===== config.mk =====
export PLATFORM = sky130hd
export DESIGN_NAME = regFile
export DESIGN_NICKNAME = d
export VERILOG_FILES = /design/src/regFile.sv
export SDC_FILE = /design/constraint.sdc
export NUM_CORES = 2
export LEC_CHECK = 0
export ABC_AREA = 1
export BUFFER_PORTS_ARGS = -buffer_cell sky130_fd_sc_hd__buf_2
export CAP_MARGIN = 20
export CORE_UTILIZATION = 45
export DETAILED_ROUTE_END_ITERATION = 12
export HOLD_SLACK_MARGIN = 0.1
export PLACE_DENSITY_LB_ADDON = 0.08
export SLEW_MARGIN = 15
export SYNTH_ARGS = -nofsm -noshare
export SYNTH_HDL_FRONTEND = slang
export SYNTH_SLANG_ARGS = --single-unit

===== constraint.sdc =====
create_clock -name clk -period 5.81 [get_ports clk]
set_clock_uncertainty 0.2 [all_clocks]
set_input_delay 1.162 -clock clk [delete_from_list [all_inputs] [get_ports clk]]
set_output_delay 1.162 -clock clk [all_outputs]
set_load 0.02 [all_outputs]

===== src/regFile.sv =====
`timescale 1ns/1ps
`default_nettype none

module regFile (
	input  logic        clk,
	input  logic        rstN,
	input  logic [4:0]  ra,
	input  logic [4:0]  rb,
	output logic [31:0] busA,
	output logic [31:0] busB,
	input  logic        we,
	input  logic [4:0]  rw,
	input  logic [31:0] busW
);
	logic [31:0] regs [32];
	logic        wrLive;

	// r0 is never written, so it keeps its reset value
	assign wrLive = we && (rw != 5'd0);

	always_ff @(posedge clk) begin
		if (!rstN) begin
			for (int i = 0; i < 32; i++) begin
				regs[i] <= '0;
			end
		end else if (wrLive) begin
			regs[rw] <= busW;
		end
	end

	// Write-first so write-back feeds decode in the same cycle
	assign busA = (wrLive && (rw == ra)) ? busW : regs[ra];
	assign busB = (wrLive && (rw == rb)) ? busW : regs[rb];

	r0ReadsZero: assert property (@(posedge clk) disable iff (!rstN)
		((ra != 5'd0) || (busA == '0)) && ((rb != 5'd0) || (busB == '0)));

endmodule

`default_nettype wire


**Yosys cells after proc, flatten, opt, wreduce, memory -nomap -nowiden**

Memories as Yosys holds them, arrays and structs flattened.
Cells that the tools add are included.

- Add/sub/neg operators: 0
- Multipliers: 0
- Div/mod/pow operators: 0
- Order comparisons: 0
- Equal/unequal tests: 2
- Shifts and indexed selects: 0
- Mux-type cells: 9
- Bitwise operators: 0
- Reductions and logical operators: 5

Operators by type and width:

| kind | number |
|---|---|
| $mux W32 | 3 |
| $reduce_or A32 Y1 | 1 |
| $eq A5 B5 Y1 | 2 |
| $mux W1 | 5 |
| $mux W5 | 1 |
| $reduce_bool A5 Y1 | 1 |
| $logic_and A1 B1 Y1 | 3 |

- Bits in registers: 0
- Bits in latches: 0
- Bits in writable memories: 1024
- Bits in read-only memories: 0
- Output and inout bits: 64
- Memories: 1

Memories:

| name | depth | bits a word | rd ports | clocked after Yosys merged registers in | wr ports | RTL line | text |
|---|---|---|---|---|---|---|---|
| regs | 32 | 32 | 2 | 0 | 32 | 15 | `logic [31:0] regs [32];` |

**Longest topological paths before layout**

- Word-level depth: 7
- Depth in mapped cells: 11
- Mapped depth without buffers: 9

**Worst setup path after synthesis**

Ideal clock, no wire load.

- Path kind: input to output
- Start: input ra[1]
- End: output busA[30]
- Arrival: 2.514 ns
- Data required time: 4.448 ns
- Slack: 1.934 ns
- Stages: 10
- Path buffers: 3
- Cell sequence: clkbuf_1 > inv_1 > clkbuf_1 > clkbuf_1 > nand3_1 > nand3_1 > nand3_1 > nand3_1 > nand3_1 > nand2_1

- Word-level cells in the longest chain between the ends: 3

Ends and longest elaborated chain:

| what | RTL line | text |
|---|---|---|
| start, declared | 7 | `input logic [4:0] ra,` |
| parallel branches: the longest is 2 deep, another holds $mem_v2 Z32 W32 | n/a |  |
| $mux W32 (*) | 32 | `assign busA = (wrLive && (rw == ra)) ? busW : regs[ra];` |
| end, declared | 9 | `output logic [31:0] busA,` |

Every way passes the cells marked *.

**Worst setup path after layout**

- Start: input rb[0]
- End: output busB[16]

- Word-level cells in the longest chain between the ends: 3

Ends and longest elaborated chain:

| what | RTL line | text |
|---|---|---|
| start, declared | 8 | `input logic [4:0] rb,` |
| parallel branches: the longest is 2 deep, another holds $mem_v2 Z32 W32 | n/a |  |
| $mux W32 (*) | 33 | `assign busB = (wrLive && (rw == rb)) ? busW : regs[rb];` |
| end, declared | 10 | `output logic [31:0] busB,` |

Marked as above.

==> qor.csv <==
stage,metric,value,unit
timing,finalCriticalPeriod,5.03,ns
critical_path,cpPeakStageDelay,0.49,ns
cells_and_area,syn2layout_area_growth,10.9,%
clocking,cts_tree,built,
yosys,ys_top_cells_by_area,"edfxtp_1, nand2_1, nand3_1, nor2_1, clkbuf_1",
timing,finalSetupViolations,0,
clocking,numCtsBuffers,117,
place,globalplace.congestion,0.871,
critical_path,worst-path-max-fanout,110,
cells_and_area,fin_util,50.5,%
critical_path,worstPathCellList,buf_8 -> inv_8 -> buf_12 -> nand2_1 -> nand3_1 -> nand3_1 -> nand2_1 -> nand2_1 -> nand3_1 -> nand3_1 -> nand2_1 -> buf_2,
power_and_ir_drop,p_leak,26.2,nW
timing,hold_violations,0,
global_route,grt_pass1_wl,346000,um
global_route,grt-ovfl-total,0,
drt,num_vias,54300,
clocking,path_clk_slew,0.06,ns
outcome,status,completed,
critical_path,cp-end-kind,primary output,
yosys,syn_inst,7252,
yosys,synth_top_cell_by_area,edfxtp_1,
clocking,postCtsHoldBufs,0,
power_and_ir_drop,p_total,18.8,mW
cells_and_area,reg_top3,regs x1024,
drt,routed_wl,244000,um
worst_hold_path,holdCritStartpoint,busW[4],
timing,fin_crit_sh,86.5,%
yosys,async_reset_ff_share,0,%
cells_and_area,nets,7120,
yosys,yosysMostFrequentCell,nand2_1,
floorplanning,core_area,124000,sq um
floorplanning,start_util,45.5,%
cells_and_area,largest-register,regs,
drt,wl_per_cell,27.8,um
yosys,yosysTopAreaCellShare,54.3,%
global_route,grt_max_degree,124,
yosys,synth.top_cells.by_count,"nand2_1, nand3_1, edfxtp_1, nor2_1, clkbuf_1",
global_route,grt_pass1_vias,49800,
yosys,syn-cell-area,56600,sq um
critical_path,arrival,3.66,ns
timing,fmax,199,MHz
drt,ant_nets,0,
place,io_buffer_count,113,
floorplanning,pin_count,114,
clocking,cts_setup_buffers,0,
drt,first_pass_iters,6,
power_and_ir_drop,p_per_area,299,nW/um^2
yosys,synth_edf_count,1024,
flow_run,drv_cap,0,
cells_and_area,largest_reg_flops,1024,
global_route,grt_usage,37.7,%
timing,drv_slew,0,
drt,via_per_inst,6.17,
critical_path,cp_slowest_cell,buf_12,
yosys,yosys_warnings,0,
worst_hold_path,hp-class,input port to register,
critical_path,crit_type,input port to primary output,
timing,timing_worst_slew_pin_value,1.20,ns
timing,rsz0062_at_grt,no,
cells_and_area,layout-drive-gt1-share,7.58,%
critical_path,required,4.45,ns
worst_hold_path,min_path_cells,3,
place,dp_hpwl,131000,um
power_and_ir_drop,ir_drop,0.265,mV
floorplanning,die_w,357,um
drt,drc,0,
clocking,htree_levels,3,
clocking,clk_path_buf_depth,3,
place,place_ws,0.894,ns
timing,setup_tns,0,ns
clocking,cts_resized,0,
yosys,ys.flop_type,edfxtp_1,
floorplanning,std_cell_rows,129,
timing,relSlewSlack,19.9,%
yosys,synth-seq-cells,1024,
drt,first_iter_violations,9188,
critical_path,crit_path_start_kind,input port,
floorplanning,dieHeight,357,um
floorplanning,die-area,127000,sq um
clocking,cts_root_buf,clkbuf_16,
timing,fin_ws,0.784,ns
worst_hold_path,worstHoldEndpoint,regs[17][4],
global_route,antenna_found_initial,4,
yosys,ys_seq_area_share,54.3,%
yosys,avgSynthCellArea,7.80,sq um
clocking,cts_sinks,1024,
yosys,synth_cell_types,16,
==> layer usage <==
metal | global-route usage [%] | vias to the layer above | share of wire (%)
met5 | 0 | - | 0.021
met4 | 18.2 | 8 | 5.2
met3 | 8.33 | 720 | 14
met2 | 55.0 | 4222 | 42
met1 | 52.8 | 25800 | 38
li1 | - | 23600 | -
==> per-stage QoR <==
stage / cell area [sq um] / std cells / hold WS, ns
floorplan: 56700 / 7283 / 1.20
global placement: 58800 / 8576 / 1.61
detailed placement: 59000 / 8585 / 1.55
CTS: 62700 / 8797 / 0.797
global route: 62700 / 8800 / 0.823
finish: 62700 / 8801 / 0.814
==> area by class of cell <==
class                   instances  area [sq um]
diodes                          1          2.50
clock buffers                 149          3090
clock inverters                63           543
fillers                     11700         61500
inverters                      86           363
multi-input cells            5531         23100
flip-flops and latches       1024         30700
well taps                    1637          2050
repair buffers                310          2810
==> layout by cell type (no fill, tap or decap), types with 3 or more instances in the layout <==
master	netlist	final
bufinv_16	0	10
nand3_1	1739	1739
clkbuf_16	0	119
inv_6	0	3
buf_4	0	147
conb_1	1	32
buf_2	191	105
buf_8	0	7
clkinv_1	0	29
edfxtp_1	1024	1024
xor2_1	4	4
nand2_1	2747	2683
buf_16	0	9
nor2_1	993	993
buf_12	0	40
inv_1	77	70
clkinv_2	0	21
clkbuf_1	409	30
nand2_2	0	64
inv_8	0	4
inv_2	9	9
nor3_1	9	9
==> worst max-delay path by stage <==
stage,start,end,slack [ns],cells after the start
final,rb[0],busB[16],0.78,12
after global routing,rb[0],busB[16],0.66,12
after CTS,rb[0],busB[16],0.89,12
after detailed placement,rb[0],busB[16],0.89,12
after global placement,rb[0],busB[16],0.87,12
after floorplan,ra[1],busA[30],1.93,10
==> cells by family after synthesis <==
family                 synth area share [%]
other                               0.00663
XOR/XNOR                             0.0619
AO/OA/AOI/OAI                        0.0530
AND/OR/NAND/NOR                        40.3
flip-flops                             54.3
buffers and inverters                  5.25
==> power breakdown <==
part | switching (mW) | total [mW] | leakage, nW | internal (mW)
sequential | 0.206 | 8.75 | 9.75 | 8.54
combinational | 2.05 | 2.74 | 14.7 | 0.696
clock | 3.13 | 7.28 | 1.78 | 4.16
total | 5.38 | 18.8 | 26.2 | 13.4
==> worst max-delay path, delay by kind of cell <==
family | cells | cell delay, ns
buf+inv | 4 | 1.25
simple gates | 8 | 1.10
Note: power is estimated with default switching activity, not from simulation.
