==> config.mk <==
export PLATFORM = sky130hd
export DESIGN_NAME = dataMem
export DESIGN_NICKNAME = d
export VERILOG_FILES = /design/src/cpuPkg.sv /design/src/dataMem.sv
export SDC_FILE = /design/constraint.sdc
export NUM_CORES = 2
export LEC_CHECK = 0
export BUFFER_PORTS_ARGS = -buffer_cell sky130_fd_sc_hd__clkbuf_2
export CAP_MARGIN = 30
export CELL_PAD_IN_SITES_DETAIL_PLACEMENT = 0
export CELL_PAD_IN_SITES_GLOBAL_PLACEMENT = 1
export CORE_MARGIN = 2
export CORE_UTILIZATION = 40
export CTS_BUF_LIST = sky130_fd_sc_hd__clkbuf_8
export CTS_CLUSTER_SIZE = 20
export DETAILED_ROUTE_END_ITERATION = 7
export GPL_TIMING_DRIVEN = 0
export MAX_ROUTING_LAYER = met4
export PLACE_DENSITY = 0.7
export SLEW_MARGIN = 20
export SYNTH_ARGS = -nofsm -noshare
export SYNTH_HDL_FRONTEND = slang
export SYNTH_SLANG_ARGS = --single-unit
==> constraint.sdc <==
create_clock -name clk -period 4.44 [get_ports clk]
set_input_delay 0.888 -clock clk [delete_from_list [all_inputs] [get_ports clk]]
set_output_delay 0.888 -clock clk [all_outputs]
set_load 0.005 [all_outputs]
==> src/cpuPkg.sv <==
`default_nettype none

package cpuPkg;

	localparam int memDepth    = 64;
	localparam int memAddrBits = 6;

	// Primary opcodes
	localparam logic [5:0] opRType = 6'b000000;
	localparam logic [5:0] opAddi  = 6'b001000;
	localparam logic [5:0] opLw    = 6'b100011;
	localparam logic [5:0] opSw    = 6'b101011;
	localparam logic [5:0] opBeq   = 6'b000100;
	localparam logic [5:0] opBne   = 6'b000101;
	localparam logic [5:0] opBgtz  = 6'b000111;

	// R-type function codes
	localparam logic [5:0] fnAdd  = 6'b100000;
	localparam logic [5:0] fnAddu = 6'b100001;
	localparam logic [5:0] fnSub  = 6'b100010;
	localparam logic [5:0] fnSubu = 6'b100011;
	localparam logic [5:0] fnAnd  = 6'b100100;
	localparam logic [5:0] fnOr   = 6'b100101;
	localparam logic [5:0] fnSll  = 6'b000000;
	localparam logic [5:0] fnSlt  = 6'b101010;
	localparam logic [5:0] fnSltu = 6'b101011;

	typedef struct packed {
		logic [5:0] op;
		logic [4:0] rs;
		logic [4:0] rt;
		logic [4:0] rd;
		logic [4:0] shamt;
		logic [5:0] funct;
	} rType_s;

	typedef struct packed {
		logic [5:0]  op;
		logic [4:0]  rs;
		logic [4:0]  rt;
		logic [15:0] imm16;
	} iType_s;

	// Same 32 bits seen as register form or immediate form
	typedef union packed {
		rType_s rType;
		iType_s iType;
	} instWord_u;

	// Encoding 3'd4 is left unused
	typedef enum logic [2:0] {
		aluAnd  = 3'd0,
		aluOr   = 3'd1,
		aluAdd  = 3'd2,
		aluSltS = 3'd3,
		aluSll  = 3'd5,
		aluSub  = 3'd6,
		aluSltU = 3'd7
	} aluOp_e;

	typedef struct packed {
		logic   regWr;
		logic   regDst;
		logic   aluSrc;
		logic   memWr;
		logic   memToReg;
		logic   branchEq;
		logic   branchNe;
		logic   branchGtz;
		aluOp_e aluOp;
	} ctrl_s;

	typedef enum logic [1:0] {
		fwdNone,
		fwdExMem,
		fwdMemWb
	} fwdSel_e;

	typedef struct packed {
		logic        valid;
		logic [31:0] pcPlus4;
		instWord_u   inst;
	} ifId_s;

	typedef struct packed {
		logic        valid;
		ctrl_s       ctrl;
		logic [31:0] pcPlus4;
		logic [31:0] busA;
		logic [31:0] busB;
		logic [4:0]  rs;
		logic [4:0]  rt;
		logic [4:0]  rd;
		logic [4:0]  shamt;
		logic [31:0] imm32;
	} idEx_s;

	typedef struct packed {
		logic        valid;
		logic        regWr;
		logic        memWr;
		logic        memToReg;
		logic [4:0]  rw;
		logic [31:0] aluOut;
		logic [31:0] storeData;
	} exMem_s;

	typedef struct packed {
		logic        valid;
		logic        regWr;
		logic        memToReg;
		logic [4:0]  rw;
		logic [31:0] aluOut;
		logic [31:0] memData;
	} memWb_s;

	typedef struct packed {
		logic        valid;
		logic [4:0]  rw;
		logic [31:0] data;
	} retire_s;

	typedef struct packed {
		logic                   valid;
		logic [memAddrBits-1:0] addr;
		logic [31:0]            data;
	} store_s;

endpackage

`default_nettype wire

==> src/dataMem.sv <==
`timescale 1ns/1ps
`default_nettype none

module dataMem (
	input  logic                           clk,
	input  logic                           we,
	input  logic [cpuPkg::memAddrBits-1:0] addr,
	input  logic [31:0]                    wdata,
	output logic [31:0]                    rdata
);
	import cpuPkg::*;

	logic [31:0] mem [memDepth];

	initial begin
		for (int i = 0; i < memDepth; i++) begin
			mem[i] = '0;
		end
	end

	always_ff @(posedge clk) begin
		if (we) begin
			mem[addr] <= wdata;
		end
	end

	assign rdata = mem[addr];

	addrKnownOnWrite: assert property (@(posedge clk) we |-> !$isunknown(addr));

endmodule

`default_nettype wire

Word level (Yosys, flattened, before mapping)
Memories as Yosys holds them, arrays and structs flattened.
Index checks and enable logic that the tools add are counted.
{"block": "classes", "n_mux": 2}
{"cell": "1-bit 2-to-1 mux", "n": 2}
{"block": "word_totals", "wordCells": 3, "out_inout_bits": 32, "memories": 1, "inputBits": 40, "ram_bits": 2048, "register_bits": 0}
{"memory": "mem", "words": 64, "word_bits": 32, "read_ports": 1, "rd_clocked_by_memory_dff": 0, "write_ports": 1, "line_no": "dataMem.sv:13", "rtl": "logic [31:0] mem [memDepth];"}

Logic depth before layout (Yosys ltp)
{"block": "depth", "ltp_word": 2, "ltp_mapped": 13, "mapped_depth_nobuf": 6}

Worst setup path after synthesis
OpenSTA, ideal clock, no wires.
{"block": "synth_timing", "path_type": "input port to flip-flop", "startpoint": "in addr[2] (netlist name)", "endpoint": "mem mem[15][0] (enable)", "slack_ns": 0.313, "path_stages": 8, "path_buffers": 6, "required_time_ns": 4.019, "setup_time_ns": 0.421, "arrival_time_ns": 3.706, "path_cell_list": "buf_2 > buf_2 > buf_2 > buf_2 > buf_2 > buf_2 > nand3_1 > nor2_1"}
{"item": "start, declared", "line_no": "dataMem.sv:7", "rtl": "input logic [cpuPkg::memAddrBits-1:0] addr,"}
{"item": "end, declared", "line_no": "dataMem.sv:13"}
No word-level cell before the write port.

Worst setup path in the final report
{"block": "layout_timing", "startpoint": "in addr[2] (netlist name)", "endpoint": "out rdata[19]"}
{"block": "layout_via", "elab_chain_cells": 1}
{"item": "memory 64 x 32 bit"}
{"item": "end, declared", "line_no": "dataMem.sv:9", "rtl": "output logic [31:0] rdata"}
No other way between the ends.

==> impl_results.md <==
- Outcome: finished with violations
- Failing checks: setup timing
- Sequential area share after synthesis: between 70% and 80%
- Slowest cell delay on critical path: 0.65 ns
- Cell Int Power: 29.7 mW
- Worst hold path startpoint: wdata[29]
- VDD IR-drop max: 363 uV
- Register with the most flip-flops: mem
- Max reg flops: 2048
- Final instance area: 0.0951 mm^2
- CP arrival: roughly 3.7 ns
- Layout Nets: just under 5000
- Max_cap viols: 0
- # fillers: 15900
- Syn Inst Count: roughly 4200
- Combinational Power Share: under 10%
- RePlAce Congestion: a little over 1
- Global-route wire length before repair: 345000 um
- CTS tree: done
- CTS Sinks: 2048
- Initial DRC Count: around 6000
- Vias in the first global route: approximately 45000
- Clock tree buffer depth: 4
- Ordered list of cells on the worst path: clkbuf_8 -> buf_12 -> buf_12 -> buf_6 -> mux4_2 -> mux2i_4 -> nor2_1 -> or4b_4 -> or4_4 -> clkbuf_2
- First-pass detailed-route iteration total: 6
- Final hold vios: 0
- Endpoints failing setup: 21
- Die H: 446 um
- Pleak: 31.0 nW
- Cells on Worst Hold Path: 1
- Async SR Flop Fraction: 0%
- Flops & latches, synth: 2048
- Area delta synth->final: 21.5%
- Die Area: 0.199 mm^2
- CTS Hold Bufs: 0
- Mapped Area: between 0.07 and 0.08 mm^2
- Slew Limit Headroom: 24.8%
- Routed WL: between 200000 and 300000 um
- Main synth FF type: edfxtp_1
- I/O pin cnt: 72
- RSZ-0062 raised after global routing: yes
- Worst endpoint required time: 3.55 ns
- Crit path capture type: output pin
- Worst hold endpoint: mem[20][29]
- Pins Over Slew Limit: 0
- Pwr Total: 39.0 mW
- CP max FO: 10
- DRC: 0
- Clock Power Share: between 30% and 40%
- Detailed placement HPWL: approximately 170000 um
- Layout cells sized above 1: 29.6%
- Clk root buf: clkbuf_8
- Slowest cell on the critical path: or4b_4
- CORE AREA: 0.195 mm^2
- FP Rows: 162
- Final worst path period share: 103%
- Die Span X: 446 um
- Hold Path Class: in2reg
- Hold slack: 0.129 ns
- Grt ovf: 0
- Min cycle time layout: ~4.6 ns
- Clock-pin slew of the registers on the worst-case setup and hold paths: 0.06 ns
- Port buffer count: 70
- Initial antenna violation count: 13
- CTS Buf Count: 338
- PwrDens: approximately 410 mW/mm^2
- Switching pwr: between 9 and 10 mW
- Antenna-violating nets left: 0
- Top cell by count, worst path: buf_12
- Post-DR wirelength/cell: 32.8 um
- Yosys warns: 0
- Final setup TNS: -1.28 ns
- Synth cell types: 55
- GRT Util Overall: 25.6%
- Syn avg cell area: between 15 and 20 um^2
- Top flop regs: mem: 2048 flops
- Worst Setup Start Kind: input port
- Largest net degree at the start of global routing: 65
- Min setup slack post-route: -0.138 ns
- Worst-margin pin slew: between 1 and 1.5 ns
- Number of synthesized flops with an enable pin: 2048
- Routed vias/inst: 5.99
- WS Path Type: in2out
- Reg power frac: 55.0%
- Initial core utilization: 40.2%
- H-tree Lvls: 5
- Post-DP Area: 0.0852 mm^2
- Vias: about 46000
- Post-Syn Nets: 4247
- Switch share: 23.9%
- Fmax: roughly 220 MHz
Yosys cell counts, drive strengths merged (8+ instances only):
| cell type | n | area, um^2 |
|---|---|---|
| nor2 | 145 | 544 |
| a2111oi | 15 | 131 |
| a22oi | 188 | 1410 |
| a221oi | 175 | 1530 |
| clkbuf | 169 | 638 |
| edfxtp | 2048 | 61500 |
| nand3 | 54 | 270 |
| a22o | 66 | 578 |
| or4b | 14 | 140 |
| nor3 | 22 | 110 |
| a221o | 15 | 150 |
| buf | 129 | 682 |
| o21ai | 85 | 425 |
| nand2b | 18 | 113 |
| o22a | 70 | 613 |
| o22ai | 93 | 582 |
| a222oi | 16 | 160 |
| a21oi | 121 | 606 |
| nand2 | 28 | 105 |
| nor2b | 8 | 50.1 |
| or4 | 15 | 113 |
| mux2i | 259 | 2590 |
| nor4 | 14 | 87.6 |
| a31oi | 43 | 269 |
| a211oi | 17 | 128 |
| mux4 | 96 | 2160 |
| and3 | 85 | 532 |
| mux2 | 147 | 1660 |
| o2bb2ai | 15 | 131 |
through the flow:
| step | cells | setup WS (ns) | utilization (%) |
|---|---|---|---|
| floorplan | 4207 | 0.313 | - |
| global placement | 6901 | -3.80 | 42.1 |
| detailed placement | 7033 | -2.10 | 43.8 |
| CTS | 7622 | -0.157 | 48.4 |
| global route | 7653 | -0.188 | 48.8 |
| finish | 7658 | -0.138 | 48.8 |
worst max path at each step:
stage                 from  depth (start not counted)  slack [ns]         end
3_3_place_gp       addr[1]                         12       -3.80   rdata[20]
6_report           addr[2]                         10       -0.14   rdata[19]
2_1_floorplan      addr[2]                          8        0.31  mem[15][0]
5_1_grt         mem[22][9]                          6       -0.19    rdata[9]
3_5_place_dp       addr[0]                         12       -2.10    rdata[0]
4_1_cts        mem[31][17]                          6       -0.16   rdata[17]
placed cells by master, fill, tap and decap left out, drive strengths merged, types with 14 or more instances in the layout:
cell type	synthesis	final
a2111oi	15	15
a211oi	17	17
a21oi	121	121
a221o	15	15
a221oi	175	175
a222oi	16	16
a22o	66	66
a22oi	188	188
a31oi	43	43
and3	85	85
buf	129	319
clkbuf	169	577
clkinv	0	117
edfxtp	2048	2048
inv	2	90
mux2	147	147
mux2i	259	259
mux4	96	96
nand2	28	28
nand2b	18	18
nand3	54	54
nor2	145	145
nor3	22	22
nor4	14	14
o21ai	85	85
o22a	70	70
o22ai	93	93
o2bb2ai	15	15
or4	15	15
or4b	14	14
power groups by stage:
stage	sequential, mW	combinational (mW)	clock [mW]
after global routing	21.4	3.13	15.5
after detailed placement	21.8	2.52	0
after CTS	21.4	2.91	14.6
after floorplan	21.8	1.05	0
after global placement	21.9	2.32	0
final	21.4	3.07	14.5
worst max-delay path: cells and delay by family:
family,cells,cell delay [ns]
buf+inv,5,0.84
simple gates,3,1.33
mux,2,0.61
layer usage:
metal / GRT usage, % / vias up / routed length, um
li1: - / 18800 / -
met1: 31.4 / 23600 / 93100
met2: 38.5 / 2770 / 116000
met3: 6.71 / 682 / 26100
met4: 14.5 / 0 / 16200
met5: - / - / 0
layout make-up:
class	count	area (um^2)	area share [%]
inverters	2	16.3	0.0171
well taps	2624	3280	3.45
diodes	13	32.5	0.0342
plain buffers	293	2820	2.96
repair buffers	260	3850	4.04
flip-flops and latches	2048	61500	64.6
clock buffers	345	4750	4.99
clock inverters	214	896	0.942
multi-input cells	1859	18000	18.9
cell families (layout without fill, tap and decap cells):
family,after synthesis,after routing,share of synthesized area [%]
buf+inv,300,1114,1.70
mux,502,502,8.19
flops,2048,2048,78.6
simple gates,424,424,2.83
other cells,0,13,0
compound gates,933,933,8.73
what timing repair did:
action                                  CTS  global route
resized for setup                       802           136
pin swaps                                71            30
gates cloned                              4             4
endpoints found under the hold margin     0             0
endpoints found under the setup margin  153            32
buffers inserted                         30            19
No activity file was read; power rests on OpenSTA's default activity.
