[config.mk]
export PLATFORM = sky130hd
export DESIGN_NAME = hazardUnit
export DESIGN_NICKNAME = d
export VERILOG_FILES = /design/src/cpuPkg.sv /design/src/hazardUnit.sv
export SDC_FILE = /design/constraint.sdc
export NUM_CORES = 1
export LEC_CHECK = 0
export ABC_AREA = 1
export BUFFER_PORTS_ARGS = -buffer_cell sky130_fd_sc_hd__buf_2
export CELL_PAD_IN_SITES_DETAIL_PLACEMENT = 0
export CELL_PAD_IN_SITES_GLOBAL_PLACEMENT = 1
export CORE_AREA = 2 2 123 125
export DETAILED_ROUTE_END_ITERATION = 10
export DIE_AREA = 0 0 125 127
export PLACE_DENSITY_LB_ADDON = 0.1
export SLEW_MARGIN = 10
export SYNTH_ARGS = -nofsm -noshare
export SYNTH_HDL_FRONTEND = slang
export SYNTH_SLANG_ARGS = --single-unit
export TNS_END_PERCENT = 10
[constraint.sdc]
create_clock -name vclk -period 1.5
set_input_delay 0.15 -clock vclk [all_inputs]
set_output_delay 0.15 -clock vclk [all_outputs]
set_load 0.01 [all_outputs]
[src/cpuPkg.sv]
`default_nettype none

package cpuPkg;

	localparam int memDepth    = 64;
	localparam int memAddrBits = 6;

	// Primary opcodes
	localparam logic [5:0] opRType = 6'b000000;
	localparam logic [5:0] opAddi  = 6'b001000;
	localparam logic [5:0] opLw    = 6'b100011;
	localparam logic [5:0] opSw    = 6'b101011;
	localparam logic [5:0] opBeq   = 6'b000100;
	localparam logic [5:0] opBne   = 6'b000101;
	localparam logic [5:0] opBgtz  = 6'b000111;

	// R-type function codes
	localparam logic [5:0] fnAdd  = 6'b100000;
	localparam logic [5:0] fnAddu = 6'b100001;
	localparam logic [5:0] fnSub  = 6'b100010;
	localparam logic [5:0] fnSubu = 6'b100011;
	localparam logic [5:0] fnAnd  = 6'b100100;
	localparam logic [5:0] fnOr   = 6'b100101;
	localparam logic [5:0] fnSll  = 6'b000000;
	localparam logic [5:0] fnSlt  = 6'b101010;
	localparam logic [5:0] fnSltu = 6'b101011;

	typedef struct packed {
		logic [5:0] op;
		logic [4:0] rs;
		logic [4:0] rt;
		logic [4:0] rd;
		logic [4:0] shamt;
		logic [5:0] funct;
	} rType_s;

	typedef struct packed {
		logic [5:0]  op;
		logic [4:0]  rs;
		logic [4:0]  rt;
		logic [15:0] imm16;
	} iType_s;

	// Same 32 bits seen as register form or immediate form
	typedef union packed {
		rType_s rType;
		iType_s iType;
	} instWord_u;

	// Encoding 3'd4 is left unused
	typedef enum logic [2:0] {
		aluAnd  = 3'd0,
		aluOr   = 3'd1,
		aluAdd  = 3'd2,
		aluSltS = 3'd3,
		aluSll  = 3'd5,
		aluSub  = 3'd6,
		aluSltU = 3'd7
	} aluOp_e;

	typedef struct packed {
		logic   regWr;
		logic   regDst;
		logic   aluSrc;
		logic   memWr;
		logic   memToReg;
		logic   branchEq;
		logic   branchNe;
		logic   branchGtz;
		aluOp_e aluOp;
	} ctrl_s;

	typedef enum logic [1:0] {
		fwdNone,
		fwdExMem,
		fwdMemWb
	} fwdSel_e;

	typedef struct packed {
		logic        valid;
		logic [31:0] pcPlus4;
		instWord_u   inst;
	} ifId_s;

	typedef struct packed {
		logic        valid;
		ctrl_s       ctrl;
		logic [31:0] pcPlus4;
		logic [31:0] busA;
		logic [31:0] busB;
		logic [4:0]  rs;
		logic [4:0]  rt;
		logic [4:0]  rd;
		logic [4:0]  shamt;
		logic [31:0] imm32;
	} idEx_s;

	typedef struct packed {
		logic        valid;
		logic        regWr;
		logic        memWr;
		logic        memToReg;
		logic [4:0]  rw;
		logic [31:0] aluOut;
		logic [31:0] storeData;
	} exMem_s;

	typedef struct packed {
		logic        valid;
		logic        regWr;
		logic        memToReg;
		logic [4:0]  rw;
		logic [31:0] aluOut;
		logic [31:0] memData;
	} memWb_s;

	typedef struct packed {
		logic        valid;
		logic [4:0]  rw;
		logic [31:0] data;
	} retire_s;

	typedef struct packed {
		logic                   valid;
		logic [memAddrBits-1:0] addr;
		logic [31:0]            data;
	} store_s;

endpackage

`default_nettype wire

[src/hazardUnit.sv]
`timescale 1ns/1ps
`default_nettype none

module hazardUnit (
	input  logic [4:0]      idRs,
	input  logic [4:0]      idRt,
	input  cpuPkg::idEx_s   idEx,
	input  cpuPkg::exMem_s  exMem,
	input  cpuPkg::memWb_s  memWb,
	input  logic            branchTaken,
	output logic            stall,
	output logic            flush,
	output cpuPkg::fwdSel_e fwdA,
	output cpuPkg::fwdSel_e fwdB
);
	import cpuPkg::*;

	logic       exMemLive;
	logic       memWbLive;
	logic [4:0] idExRw;
	logic       loadUse;

	// A stage is a forwarding source only if it writes a real register
	assign exMemLive = exMem.valid && exMem.regWr && (exMem.rw != 5'd0);
	assign memWbLive = memWb.valid && memWb.regWr && (memWb.rw != 5'd0);

	// Younger result wins
	always_comb begin
		fwdA = fwdNone;
		if (exMemLive && (exMem.rw == idEx.rs)) begin
			fwdA = fwdExMem;
		end else if (memWbLive && (memWb.rw == idEx.rs)) begin
			fwdA = fwdMemWb;
		end
		fwdB = fwdNone;
		if (exMemLive && (exMem.rw == idEx.rt)) begin
			fwdB = fwdExMem;
		end else if (memWbLive && (memWb.rw == idEx.rt)) begin
			fwdB = fwdMemWb;
		end
	end

	assign idExRw = idEx.ctrl.regDst ? idEx.rd : idEx.rt;

	// Load data shows up one stage too late for the next instruction
	assign loadUse = idEx.valid && idEx.ctrl.memToReg && idEx.ctrl.regWr
		&& (idExRw != 5'd0) && ((idExRw == idRs) || (idExRw == idRt));

	assign flush = branchTaken;
	assign stall = loadUse && !branchTaken;

endmodule

`default_nettype wire

; Yosys cells after proc, flatten, opt, wreduce, memory -nomap -nowiden
; Cells that the tools add are included.
[classes]
n_eq_ne = 6
n_mux = 5
reduce_logical = 18
[op_table]
columns = cell, n
row1 = 5-bit == test, 6
row2 = 5-bit nonzero test, 3
row3 = 1-bit logical AND, 13
row4 = 2-bit 2-to-1 mux, 4
row5 = 5-bit 2-to-1 mux, 1
row6 = 1-bit logical NOT, 1
row7 = 1-bit logical OR, 1
[totals]
register_bits = 0
input_bits = 316
output_inout_bits = 6
wordCells = 29

; Longest topological paths before layout
[logic_depth]
word_depth = 5
mapped_depth = 9

; Worst setup path before layout
; No wires, ideal clock.
[synth_timing]
path_type = input-to-output
from = in idEx[157] in the netlist's numbering
to = out stall
arrival_time_ps = 907
path_slack_ps = 443
stages = 8
n_path_buf = 1
cell_sequence = buf_6 inv_8 nand2_1 nand3_1 nand2_1 nor2_1 nand3_1 a21oi_1
[synth_via]
elab_chain_len = 5
word_cells_on_any_way = 8
[synth_rtl]
columns = element, line
row1 = from (decl), hazardUnit.sv:7  ; input cpuPkg::idEx_s idEx,
row2 = 5-bit 2-to-1 mux (*), hazardUnit.sv:43  ; assign idExRw = idEx.ctrl.regDst ? idEx.rd : idEx.rt;
row3 = 5-bit == test or 5-bit nonzero test (tied branches), hazardUnit.sv:47  ; && (idExRw != 5'd0) && ((idExRw == idRs) || (idExRw == idRt));
row4 = 1-bit logical OR or 1-bit logical AND (tied branches), hazardUnit.sv:47
row5 = 1-bit logical AND (*), hazardUnit.sv:47
row6 = 1-bit logical AND (*), hazardUnit.sv:50  ; assign stall = loadUse && !branchTaken;
row7 = to (decl), hazardUnit.sv:11  ; output logic stall,
; Every way passes the cells marked *; elsewhere a longest branch is shown, timed or not.

; Final worst setup path
; Same ends and word-level chain as after synthesis.

==> results.txt <==
At the worst endpoint, the required time is 1.35 ns. The routed design uses 2150 microns of met2 wire. The width of the die was 125 microns.

The internal power of the cells totals 120 uW. The proportion of netlist area held by the largest area contributor is 17.5%. For this run, the post-layout net count is 487.

In this run the most critical hold path is launched from branchTaken. The run gives 151 uW as the net load switching power. Summing the sequential cell areas from Yosys gives 0% of the chip area. For this design the ratio of total power to cell area is 235 nW/um^2.

The flow ran to the end, and the final reports show no timing, DRC or antenna violations. Maximum achievable frequency: 721 MHz. After detailed routing, the number of remaining DRC violations is 0. The routed design uses 175 microns of met3 wire. The switching part of the total was 55.7%.

The share of total power dissipated in sequential elements is 0%. Ranked by total cell area, the synthesized netlist is headed by nand2_1, xnor2_1, nand3_1, xor2_1, inv_1. Across the run, the number of max-cap violations was 0. The weighted congestion at the end of routability-driven global placement came out at 0.637. The netlist area before placement was 664 sq um; the synthesized instance count was 120. The number of cells on the critical path is 10.

The sequential cell area is 0 sq um. The final critical path time including I/O delays and setup came out at 1.39 ns. The per-cell routed wire length was 11.4 microns.

The routed layout has 891 vias. For this run the aggregate overflow at the end of global routing stands at 0. The number of buffers added on ports was 50; the final number of hold-violating endpoints was 0. The share of the clock period used by the worst path after layout is 92.4%. The worst setup path is launched from an input port. Measured against its own limit, the worst slew margin works out to 82.3%. On the worst path, the slowest cell contributes a delay of 0.14 ns.

For the worst setup path, the data arrival time is 1.24 ns. The average via count per standard cell came out at 2.52. The count of different cell masters after synthesis was 17.

In the finished layout, the clock tree contains a buffer count of 0. The final-report max-slew violation count is 0, and the antenna violation net count after detailed routing is 0. The largest total area in the synthesized netlist belongs to nand2_1. The kind of cell adding the most delay to the critical path is buffers and inverters. For this run, the share of the core covered by cells in the final layout is 7.99%. The uppermost metal layer occupied by signal nets was met3. Adding up every negative setup slack in the final design gives 0 ns. The core area is 14400 sq um. Setup repair after global routing left no endpoint under its margin. For this design, the slowest cell found on the critical path is buf_12. Average footprint of a synthesized cell: 5.54 sq um.

STA classifies the critical path endpoint as an output pin. The signed area change from the synthesized netlist to the final layout came out at 73.4%. The estimated wirelength of the detail-placed design is 3810 microns. The path with the worst hold slack has its endpoint at flush. For the via count of the first global-routing pass, the log shows 905. The total of hold buffers inserted after clock tree synthesis is 0. Area used by multi-input combinational logic: 584 sq um.

The number of antenna violations at the first check in global routing was 0; the total wire length was 4040 microns. Measured slew at the worst slew-check pin: 0.264 ns. The pre-antenna-repair detailed-routing pass consisted of 4 iterations. The run gives 10 as the pin count of the biggest net entering global routing.

The run gives 0.509 ns as the final hold slack. In the final routing, the length of wire on met1 measures 1710 microns. The critical path contains buffers and inverters numbering 4 combined. The critical path is of the input port to output pin type. The wire length of the first global-routing pass came out at 5750 microns. During I/O placement, the number of pins put on the boundary was 322.

The total power draw came out at 271 uW. The highest fanout seen on the critical path came out at 9. The worst-case IR drop observed on VDD is 0.0527 mV. The run gives 44 as the placement row count.

Summed over all cells, the static leakage comes to 0.561 nW. The die footprint is 15900 sq um. The clock network power share was 0%; the number of DRC violations after detailed-routing iteration 0 was 15. The signal on the critical path passes through buf_2, buf_12, inv_8, nand2_1, nand3_1, nand2_1, nor2_2, nand3_1, a21oi_2, buf_2.

The setup fix buffers added after clock tree synthesis is 0. The die extent in y came out at 127 microns. Worst min-delay path category: input port to output pin. The number of warnings reported in the yosys synthesis log came out at 0. Setup violations remaining at the end of the flow were counted as 0. The number of nets in the synthesized netlist is 436. The initial utilization of the core area, before any placement, comes to 4.61%. Cells with a size suffix above 1 make up 37.3% of the layout.

The final-layout fill cell count came out at 1746. The instance count along the most critical hold path is 2. The run gives 0 as the count of flip-flops and latches.

The run gives 4.74% as the total global routing track utilization. The number of antenna repair diodes is 0. Combinational cells account for 100.0% of the total power.
[kinds of logic after synthesis]
family                    after synthesis  share of synthesized area (%)
and+or+nand+nor                        79                           58.4
xor gates and xnor gates               20                           26.4
buffers and inverters                  18                           13.0
AOI/OAI and AO/OA                       3                           2.26
[routing by layer]
| layer | vias to the layer above | global-route usage, % |
|---|---|---|
| met5 | - | 0 |
| met4 | 0 | 0 |
| met3 | 0 | 0.838 |
| met2 | 17 | 9.37 |
| met1 | 397 | 5.65 |
| li1 | 477 | - |
[layout make-up]
| type | instances | area share, % |
|---|---|---|
| Multi-Input combinational cell | 102 | 50.7 |
| Timing Repair Buffer | 51 | 23.5 |
| Tap cell | 184 | 20.0 |
| Inverter | 16 | 5.86 |
[through the flow]
stage / worst slack, ns / std cells / cell area, sq um
4_1_cts: 0.00143 / 353 / 1150
5_1_grt: 0.0148 / 353 / 1150
2_1_floorplan: 0.443 / 120 / 664
3_3_place_gp: 0.0217 / 353 / 1150
6_report: 0.114 / 353 / 1150
3_5_place_dp: 0.00860 / 353 / 1150
[cell usage after synthesis]
| library cell | count |
|---|---|
| nand2_1 | 31 |
| xor2_1 | 8 |
| buf_6 | 1 |
| nor3b_1 | 1 |
| nand2_2 | 5 |
| nand3_1 | 16 |
| nor3_1 | 5 |
| nand3b_1 | 3 |
| xnor2_1 | 12 |
| o21ai_0 | 2 |
| inv_8 | 1 |
| nand2_4 | 4 |
| nor2_1 | 11 |
| nand4_1 | 3 |
| inv_1 | 15 |
| buf_4 | 1 |
| a21oi_1 | 1 |
[how the worst max path moves through the flow]
stage | slack, ns | endpoint | from
detailed placement | 0.009 | stall | idEx[157]
global route | 0.01 | stall | idEx[157]
global placement | 0.02 | stall | idEx[157]
CTS | 0.001 | stall | idEx[157]
finish | 0.11 | stall | idEx[157]
floorplan | 0.44 | stall | idEx[157]
[layout by cell type, fill, tap and decap left out]
cell / count
nand3_1: 16
nor2_1: 10
inv_8: 1
nor3_1: 5
nand3b_1: 3
nand2_4: 4
xnor2_1: 12
buf_12: 1
nand2_2: 5
buf_2: 50
xor2_1: 8
a21oi_2: 1
nor3b_1: 1
nand4_1: 3
nand2_1: 31
inv_1: 15
nor2_2: 1
o21ai_0: 2
[power by group through the flow]
stage | Clock (mW) | Sequential, mW | Combinational [mW]
floorplan | 0 | 0 | 0.141
global placement | 0 | 0 | 0.284
detailed placement | 0 | 0 | 0.280
CTS | 0 | 0 | 0.281
global route | 0 | 0 | 0.307
finish | 0 | 0 | 0.271
[what timing repair did]
item,in CTS,in global routing
endpoints found under the hold margin,0,0
gates resized for setup,0,2
setup endpoints to repair,0,1
(Power assumes the default switching activity.)
