**config.mk**
```make
export PLATFORM = sky130hd
export DESIGN_NAME = decoder
export DESIGN_NICKNAME = d
export VERILOG_FILES = /design/src/cpuPkg.sv /design/src/decoder.sv
export SDC_FILE = /design/constraint.sdc
export NUM_CORES = 1
export LEC_CHECK = 0
export BUFFER_PORTS_ARGS = -buffer_cell sky130_fd_sc_hd__buf_2
export CAP_MARGIN = 20
export CELL_PAD_IN_SITES_DETAIL_PLACEMENT = 1
export CELL_PAD_IN_SITES_GLOBAL_PLACEMENT = 2
export CORE_UTILIZATION = 13
export DETAILED_ROUTE_END_ITERATION = 8
export GPL_TIMING_DRIVEN = 0
export PLACE_DENSITY_LB_ADDON = 0.1
export SYNTH_ARGS = -nofsm -noshare
export SYNTH_HDL_FRONTEND = slang
export SYNTH_SLANG_ARGS = --single-unit
```
**constraint.sdc**
```tcl
create_clock -name vclk -period 0.9
set_clock_uncertainty 0.1 [all_clocks]
set_input_delay 0.09 -clock vclk [all_inputs]
set_output_delay 0.09 -clock vclk [all_outputs]
set_load 0.03 [all_outputs]
```
**src/cpuPkg.sv**
```systemverilog
`default_nettype none

package cpuPkg;

	localparam int memDepth    = 64;
	localparam int memAddrBits = 6;

	// Primary opcodes
	localparam logic [5:0] opRType = 6'b000000;
	localparam logic [5:0] opAddi  = 6'b001000;
	localparam logic [5:0] opLw    = 6'b100011;
	localparam logic [5:0] opSw    = 6'b101011;
	localparam logic [5:0] opBeq   = 6'b000100;
	localparam logic [5:0] opBne   = 6'b000101;
	localparam logic [5:0] opBgtz  = 6'b000111;

	// R-type function codes
	localparam logic [5:0] fnAdd  = 6'b100000;
	localparam logic [5:0] fnAddu = 6'b100001;
	localparam logic [5:0] fnSub  = 6'b100010;
	localparam logic [5:0] fnSubu = 6'b100011;
	localparam logic [5:0] fnAnd  = 6'b100100;
	localparam logic [5:0] fnOr   = 6'b100101;
	localparam logic [5:0] fnSll  = 6'b000000;
	localparam logic [5:0] fnSlt  = 6'b101010;
	localparam logic [5:0] fnSltu = 6'b101011;

	typedef struct packed {
		logic [5:0] op;
		logic [4:0] rs;
		logic [4:0] rt;
		logic [4:0] rd;
		logic [4:0] shamt;
		logic [5:0] funct;
	} rType_s;

	typedef struct packed {
		logic [5:0]  op;
		logic [4:0]  rs;
		logic [4:0]  rt;
		logic [15:0] imm16;
	} iType_s;

	// Same 32 bits seen as register form or immediate form
	typedef union packed {
		rType_s rType;
		iType_s iType;
	} instWord_u;

	// Encoding 3'd4 is left unused
	typedef enum logic [2:0] {
		aluAnd  = 3'd0,
		aluOr   = 3'd1,
		aluAdd  = 3'd2,
		aluSltS = 3'd3,
		aluSll  = 3'd5,
		aluSub  = 3'd6,
		aluSltU = 3'd7
	} aluOp_e;

	typedef struct packed {
		logic   regWr;
		logic   regDst;
		logic   aluSrc;
		logic   memWr;
		logic   memToReg;
		logic   branchEq;
		logic   branchNe;
		logic   branchGtz;
		aluOp_e aluOp;
	} ctrl_s;

	typedef enum logic [1:0] {
		fwdNone,
		fwdExMem,
		fwdMemWb
	} fwdSel_e;

	typedef struct packed {
		logic        valid;
		logic [31:0] pcPlus4;
		instWord_u   inst;
	} ifId_s;

	typedef struct packed {
		logic        valid;
		ctrl_s       ctrl;
		logic [31:0] pcPlus4;
		logic [31:0] busA;
		logic [31:0] busB;
		logic [4:0]  rs;
		logic [4:0]  rt;
		logic [4:0]  rd;
		logic [4:0]  shamt;
		logic [31:0] imm32;
	} idEx_s;

	typedef struct packed {
		logic        valid;
		logic        regWr;
		logic        memWr;
		logic        memToReg;
		logic [4:0]  rw;
		logic [31:0] aluOut;
		logic [31:0] storeData;
	} exMem_s;

	typedef struct packed {
		logic        valid;
		logic        regWr;
		logic        memToReg;
		logic [4:0]  rw;
		logic [31:0] aluOut;
		logic [31:0] memData;
	} memWb_s;

	typedef struct packed {
		logic        valid;
		logic [4:0]  rw;
		logic [31:0] data;
	} retire_s;

	typedef struct packed {
		logic                   valid;
		logic [memAddrBits-1:0] addr;
		logic [31:0]            data;
	} store_s;

endpackage

`default_nettype wire

```
**src/decoder.sv**
```systemverilog
`timescale 1ns/1ps
`default_nettype none

module decoder (
	input  cpuPkg::instWord_u inst,
	output cpuPkg::ctrl_s     ctrl
);
	import cpuPkg::*;

	always_comb begin
		ctrl = '0;
		case (inst.iType.op)
			opRType: begin
				ctrl.regWr  = 1'b1;
				ctrl.regDst = 1'b1;
				case (inst.rType.funct)
					// No overflow trap, so both adds behave alike
					fnAdd, fnAddu: begin
						ctrl.aluOp = aluAdd;
					end
					fnSub, fnSubu: begin
						ctrl.aluOp = aluSub;
					end
					fnAnd: begin
						ctrl.aluOp = aluAnd;
					end
					fnOr: begin
						ctrl.aluOp = aluOr;
					end
					fnSll: begin
						ctrl.aluOp = aluSll;
					end
					fnSlt: begin
						ctrl.aluOp = aluSltS;
					end
					fnSltu: begin
						ctrl.aluOp = aluSltU;
					end
					// Unknown function code is a nop
					default: begin
						ctrl = '0;
					end
				endcase
			end
			opAddi: begin
				ctrl.regWr  = 1'b1;
				ctrl.aluSrc = 1'b1;
				ctrl.aluOp  = aluAdd;
			end
			opLw: begin
				ctrl.regWr    = 1'b1;
				ctrl.aluSrc   = 1'b1;
				ctrl.memToReg = 1'b1;
				ctrl.aluOp    = aluAdd;
			end
			opSw: begin
				ctrl.aluSrc = 1'b1;
				ctrl.memWr  = 1'b1;
				ctrl.aluOp  = aluAdd;
			end
			// Branches compare through the subtractor's zero flag
			opBeq: begin
				ctrl.branchEq = 1'b1;
				ctrl.aluOp    = aluSub;
			end
			opBne: begin
				ctrl.branchNe = 1'b1;
				ctrl.aluOp    = aluSub;
			end
			opBgtz: begin
				ctrl.branchGtz = 1'b1;
				ctrl.aluOp     = aluSub;
			end
			default: begin
				ctrl = '0;
			end
		endcase
	end

endmodule

`default_nettype wire

```
=== Yosys cells after proc, flatten, opt, wreduce, memory -nomap -nowiden ===
Cells that the tools add are included.

* Logic and storage cells: 33
* Output and inout bits: 11
* Register bits: 0
* Input port bits: 32

* Equal/unequal tests: 14
* Reductions and logical operators: 8
* Muxes and demuxes: 11

{| class="wikitable"
|+ Operators with widths
! kind !! number
|-
| equality test 6 bit (second input constant) || 10
|-
| equality test 6 x 3 -> 1 bit (second input constant) || 3
|-
| one-hot mux 3 bit (6 select lines) || 1
|-
| one-hot mux 1 bit (2 select lines) || 7
|-
| zero test 6 bit || 2
|-
| one-hot mux 3 bit (3 select lines) || 1
|-
| OR reduction 9 bit || 1
|-
| 2-to-1 mux 8 bit || 1
|-
| equality test 6 x 4 -> 1 bit (second input constant) || 1
|-
| OR reduction 2 bit || 3
|-
| OR reduction 3 bit || 2
|-
| 2-to-1 mux 1 bit || 1
|}

=== Depth between registers and ports, before layout ===
* Depth in word-level cells: 4
* Gate-level depth with buffers: 4
* Mapped depth without buffers: 3

=== Least setup slack after synthesis ===
OpenSTA, ideal clock, no wires.

* Path type: input to output
* Start point: input inst[27] in the netlist's numbering
* End point: output ctrl[8] in the netlist's numbering
* Cell stages on the path: 4
* Arrival: 1251 ps
* Data required time: 710 ps
* Slack: -541 ps
* Path buffers: 1
* Cells stage by stage: buf_4 -> nor3_4 -> nand2_1 -> a21boi_0

{| class="wikitable"
|+ RTL lines
! element !! line !! text
|-
| from (decl) || decoder.sv:5 || <nowiki>input cpuPkg::instWord_u inst,</nowiki>
|-
| to (decl) || decoder.sv:6 || <nowiki>output cpuPkg::ctrl_s ctrl</nowiki>
|}

==> results list <==
* Ordered cell list for the critical path: buf_8 > nor4_4 > nand2_2 > o32ai_4 > buf_6
- Synth area leader: sky130_fd_sc_hd__nor3b_2
- In the post-synthesis netlist, the cell with the most instances is sky130_fd_sc_hd__nor2_1.
* Worst IR drop on VDD: 0.154 mV
- Number of top-level pins: between 40 and 50
* Final critical-path share of the clock period: 136%
- Data required, critical path: 0.71 ns
- Of the synthesized area, sequential elements account for 0%.
- STA classifies the critical path endpoint as an output port.
* Post-route cell area: about 750 sq um
* Max-slew violation total from the final report: 0
- HP Class: primary input to output port
* Reported leakage power: about 0.28 nW
* Number of flip-flops and latches: 0
- Based on the critical path, the design can be clocked at up to a little over 0.8 GHz.
- After synthesis, the netlist uses 30 different library cells.
* Critical-path top delay cell: sky130_fd_sc_hd__nor4_4
- For this run, the number of Yosys warnings is 0.
* Mapped Nets: 81
* Total global-route track usage: 9.13%
* Worst setup endpoint: ctrl[2]
- For the finished layout, the period the worst path requires is about 1.2 ns.
* Max_slew headroom: 79.5%
- Final routed wire length divided by cell count: 11.4 microns
- Most frequent cells after synthesis: 6 x sky130_fd_sc_hd__nor2_1, 4 x sky130_fd_sc_hd__o21ai_0, 3 x sky130_fd_sc_hd__inv_1, 3 x sky130_fd_sc_hd__nand3_1, 3 x sky130_fd_sc_hd__nor3_1
- Fill cells in the final layout number 292.
* Share of the synthesized area in the top cell type: 7.25%
* Net count reported at finish: 110
- RD Place Congestion: 0.697
- Failing checks: negative setup slack
- The sequential cells in the finished layout cover a total of 0 sq um.
- On the critical path the largest part of the delay comes from simple AND/OR/NAND/NOR gates.
* Worst path arrival time: 1.04 ns
- Area inside the core boundary: ~2500 sq um
- Before antenna repair, the detailed router went through 2 iterations.
- STA classifies the critical path startpoint as a primary input.
- In this run the vertical extent of the chip is 53.5 microns.
- Across the run, the number of max-cap violations was 0.
- # rows: 18
- The layout has 0 clock buffers.
* Run status: finished, violations left
* Launching element of the worst setup path: inst[4]
- Summing all placed instances gives a cell area of 553 sq um.
* Die Span X: 53.5 microns
- In this run the remaining antenna-violating nets after routing total 0.
- At the placement stage, the worst setup path has a slack of -0.488 ns.
* Routed wire length: roughly 1200 microns
* Synth top area cells: sky130_fd_sc_hd__nor3b_2 7.2%, sky130_fd_sc_hd__nor2_1 6.5%, sky130_fd_sc_hd__nor4_4 6.2%
- Cell Pwr Density: 335 nW/um^2
- Total inserted antenna cells: 0
* Ratio of cells with drive above 1 in the final layout: 69.7%
* Maximum fanout along the worst path: 3
- Setup repair after global routing could not meet its margin everywhere.
- Die footprint: about 2900 sq um
* 1st-iter DRT viols: 3
* Pin count of the biggest net entering global routing: 10
- Once detailed placement completed, the half-perimeter wirelength came to ~920 microns.
- Number of antenna violations at the first check in global routing: 0
- The average instance in the mapped netlist occupies 7.05 sq um.
- Largest stage delay, worst path: 0.29 ns
- Setup violations remaining at the end of the flow were counted as 11.
* Synth Instances: a little under 50
- Total congestion overflow: 0
- Vias per cell: 4.48
- Via count of the first global-routing pass: 428
- Relative to the synthesized area, the layout overhead comes to 117%.
* Worst Slack Setup Final: -0.328 ns
* Initial cell density of the core: 13.8%
* Number of remaining DRC errors: 0
- Together, buffers and inverters on the worst path number 2.
- Input and output buffers added on the ports amount to 21.
- Hold Fails Final Rpt: 0
- The first global-routing pass estimated ~2000 microns of wire.
- The worst setup path is of the primary input to output port kind.
- Number of stages on the worst setup path: 5
- Via count: 475
- Total standard cell area after synthesis: 345 sq um
- The number of hold buffers added after CTS was 0.
- Worst Tran Pin Value: 0.308 ns
worst min path at each step:
stage | from | endpoint | slack [ns] | cells after the start
finish | inst[27] | ctrl[5] | 0.41 | 3
CTS | inst[26] | ctrl[5] | 0.39 | 3
global route | inst[28] | ctrl[7] | 0.43 | 3
floorplan | inst[28] | ctrl[7] | 0.13 | 1
detailed placement | inst[26] | ctrl[5] | 0.40 | 3
global placement | inst[26] | ctrl[5] | 0.40 | 3
logic make-up after synthesis:
kind of cell	share of synthesized area (%)
buffers and inverters	8.70
AOI/OAI and AO/OA	27.9
and+or+nand+nor	63.4
stage by stage:
| stage | instances | utilization [%] | total power [mW] | hold WS (ns) | setup TNS (ns) |
|---|---|---|---|---|---|
| 5_1_grt | 106 | 30.0 | 0.271 | 0.428 | -3.15 |
| 2_1_floorplan | 49 | - | 0.109 | 0.127 | -1.60 |
| 4_1_cts | 103 | 28.1 | 0.234 | 0.387 | -2.55 |
| 3_5_place_dp | 100 | 22.1 | 0.186 | 0.395 | -3.55 |
| 3_3_place_gp | 100 | 22.1 | 0.189 | 0.398 | -3.70 |
| 6_report | 106 | 30.0 | 0.251 | 0.411 | -2.39 |
metal layers:
| metal | up-vias | part of all wire, % | global-route usage, % |
|---|---|---|---|
| met5 | - | 0 | 0 |
| met4 | 0 | 0 | 0 |
| met3 | 0 | 4.7 | 0.282 |
| met2 | 11 | 51 | 16.5 |
| met1 | 226 | 44 | 12.7 |
| li1 | 238 | - | - |
cell usage in the layout (no fill, tap or decap), types with 2 or more instances in the layout:
master,netlist,final
sky130_fd_sc_hd__buf_6,1,12
sky130_fd_sc_hd__buf_2,0,7
sky130_fd_sc_hd__buf_4,1,6
sky130_fd_sc_hd__o21ai_0,4,4
sky130_fd_sc_hd__inv_1,3,3
sky130_fd_sc_hd__nor2_1,6,3
sky130_fd_sc_hd__buf_8,0,3
sky130_fd_sc_hd__nand3_4,0,2
sky130_fd_sc_hd__nor4_4,1,2
sky130_fd_sc_hd__nand2_2,1,2
sky130_fd_sc_hd__nor3b_2,2,2
sky130_fd_sc_hd__nor2_4,0,2
sky130_fd_sc_hd__and2b_2,2,2
sky130_fd_sc_hd__nor3_1,3,2
cell type report:
class              instances  area, sq um  share of cell area (%)
multi-input cells         44          420                    56.1
well taps                 30         37.5                    5.01
inverters                  3         11.3                    1.50
plain buffers              2         31.3                    4.17
repair buffers            27          249                    33.2
tightest hold or removal path: cells and delay by family:
| family | cells | cell delay, ns |
|---|---|---|
| simple gates | 1 | 0.05 |
| buf+inv | 2 | 0.28 |
report_power, final:
| part | internal [mW] | switching, mW | leakage (nW) | total [mW] |
|---|---|---|---|---|
| clock | 0 | 0 | 0 | 0 |
| sequential | 0 | 0 | 0 | 0 |
| combinational | 0.120 | 0.131 | 0.282 | 0.251 |
timing repair:
action,CTS,global route
pin swaps,8,2
endpoints found under the setup margin,11,11
gates resized for setup,37,7
setup buffers,3,4
(Power assumes the default switching activity.)
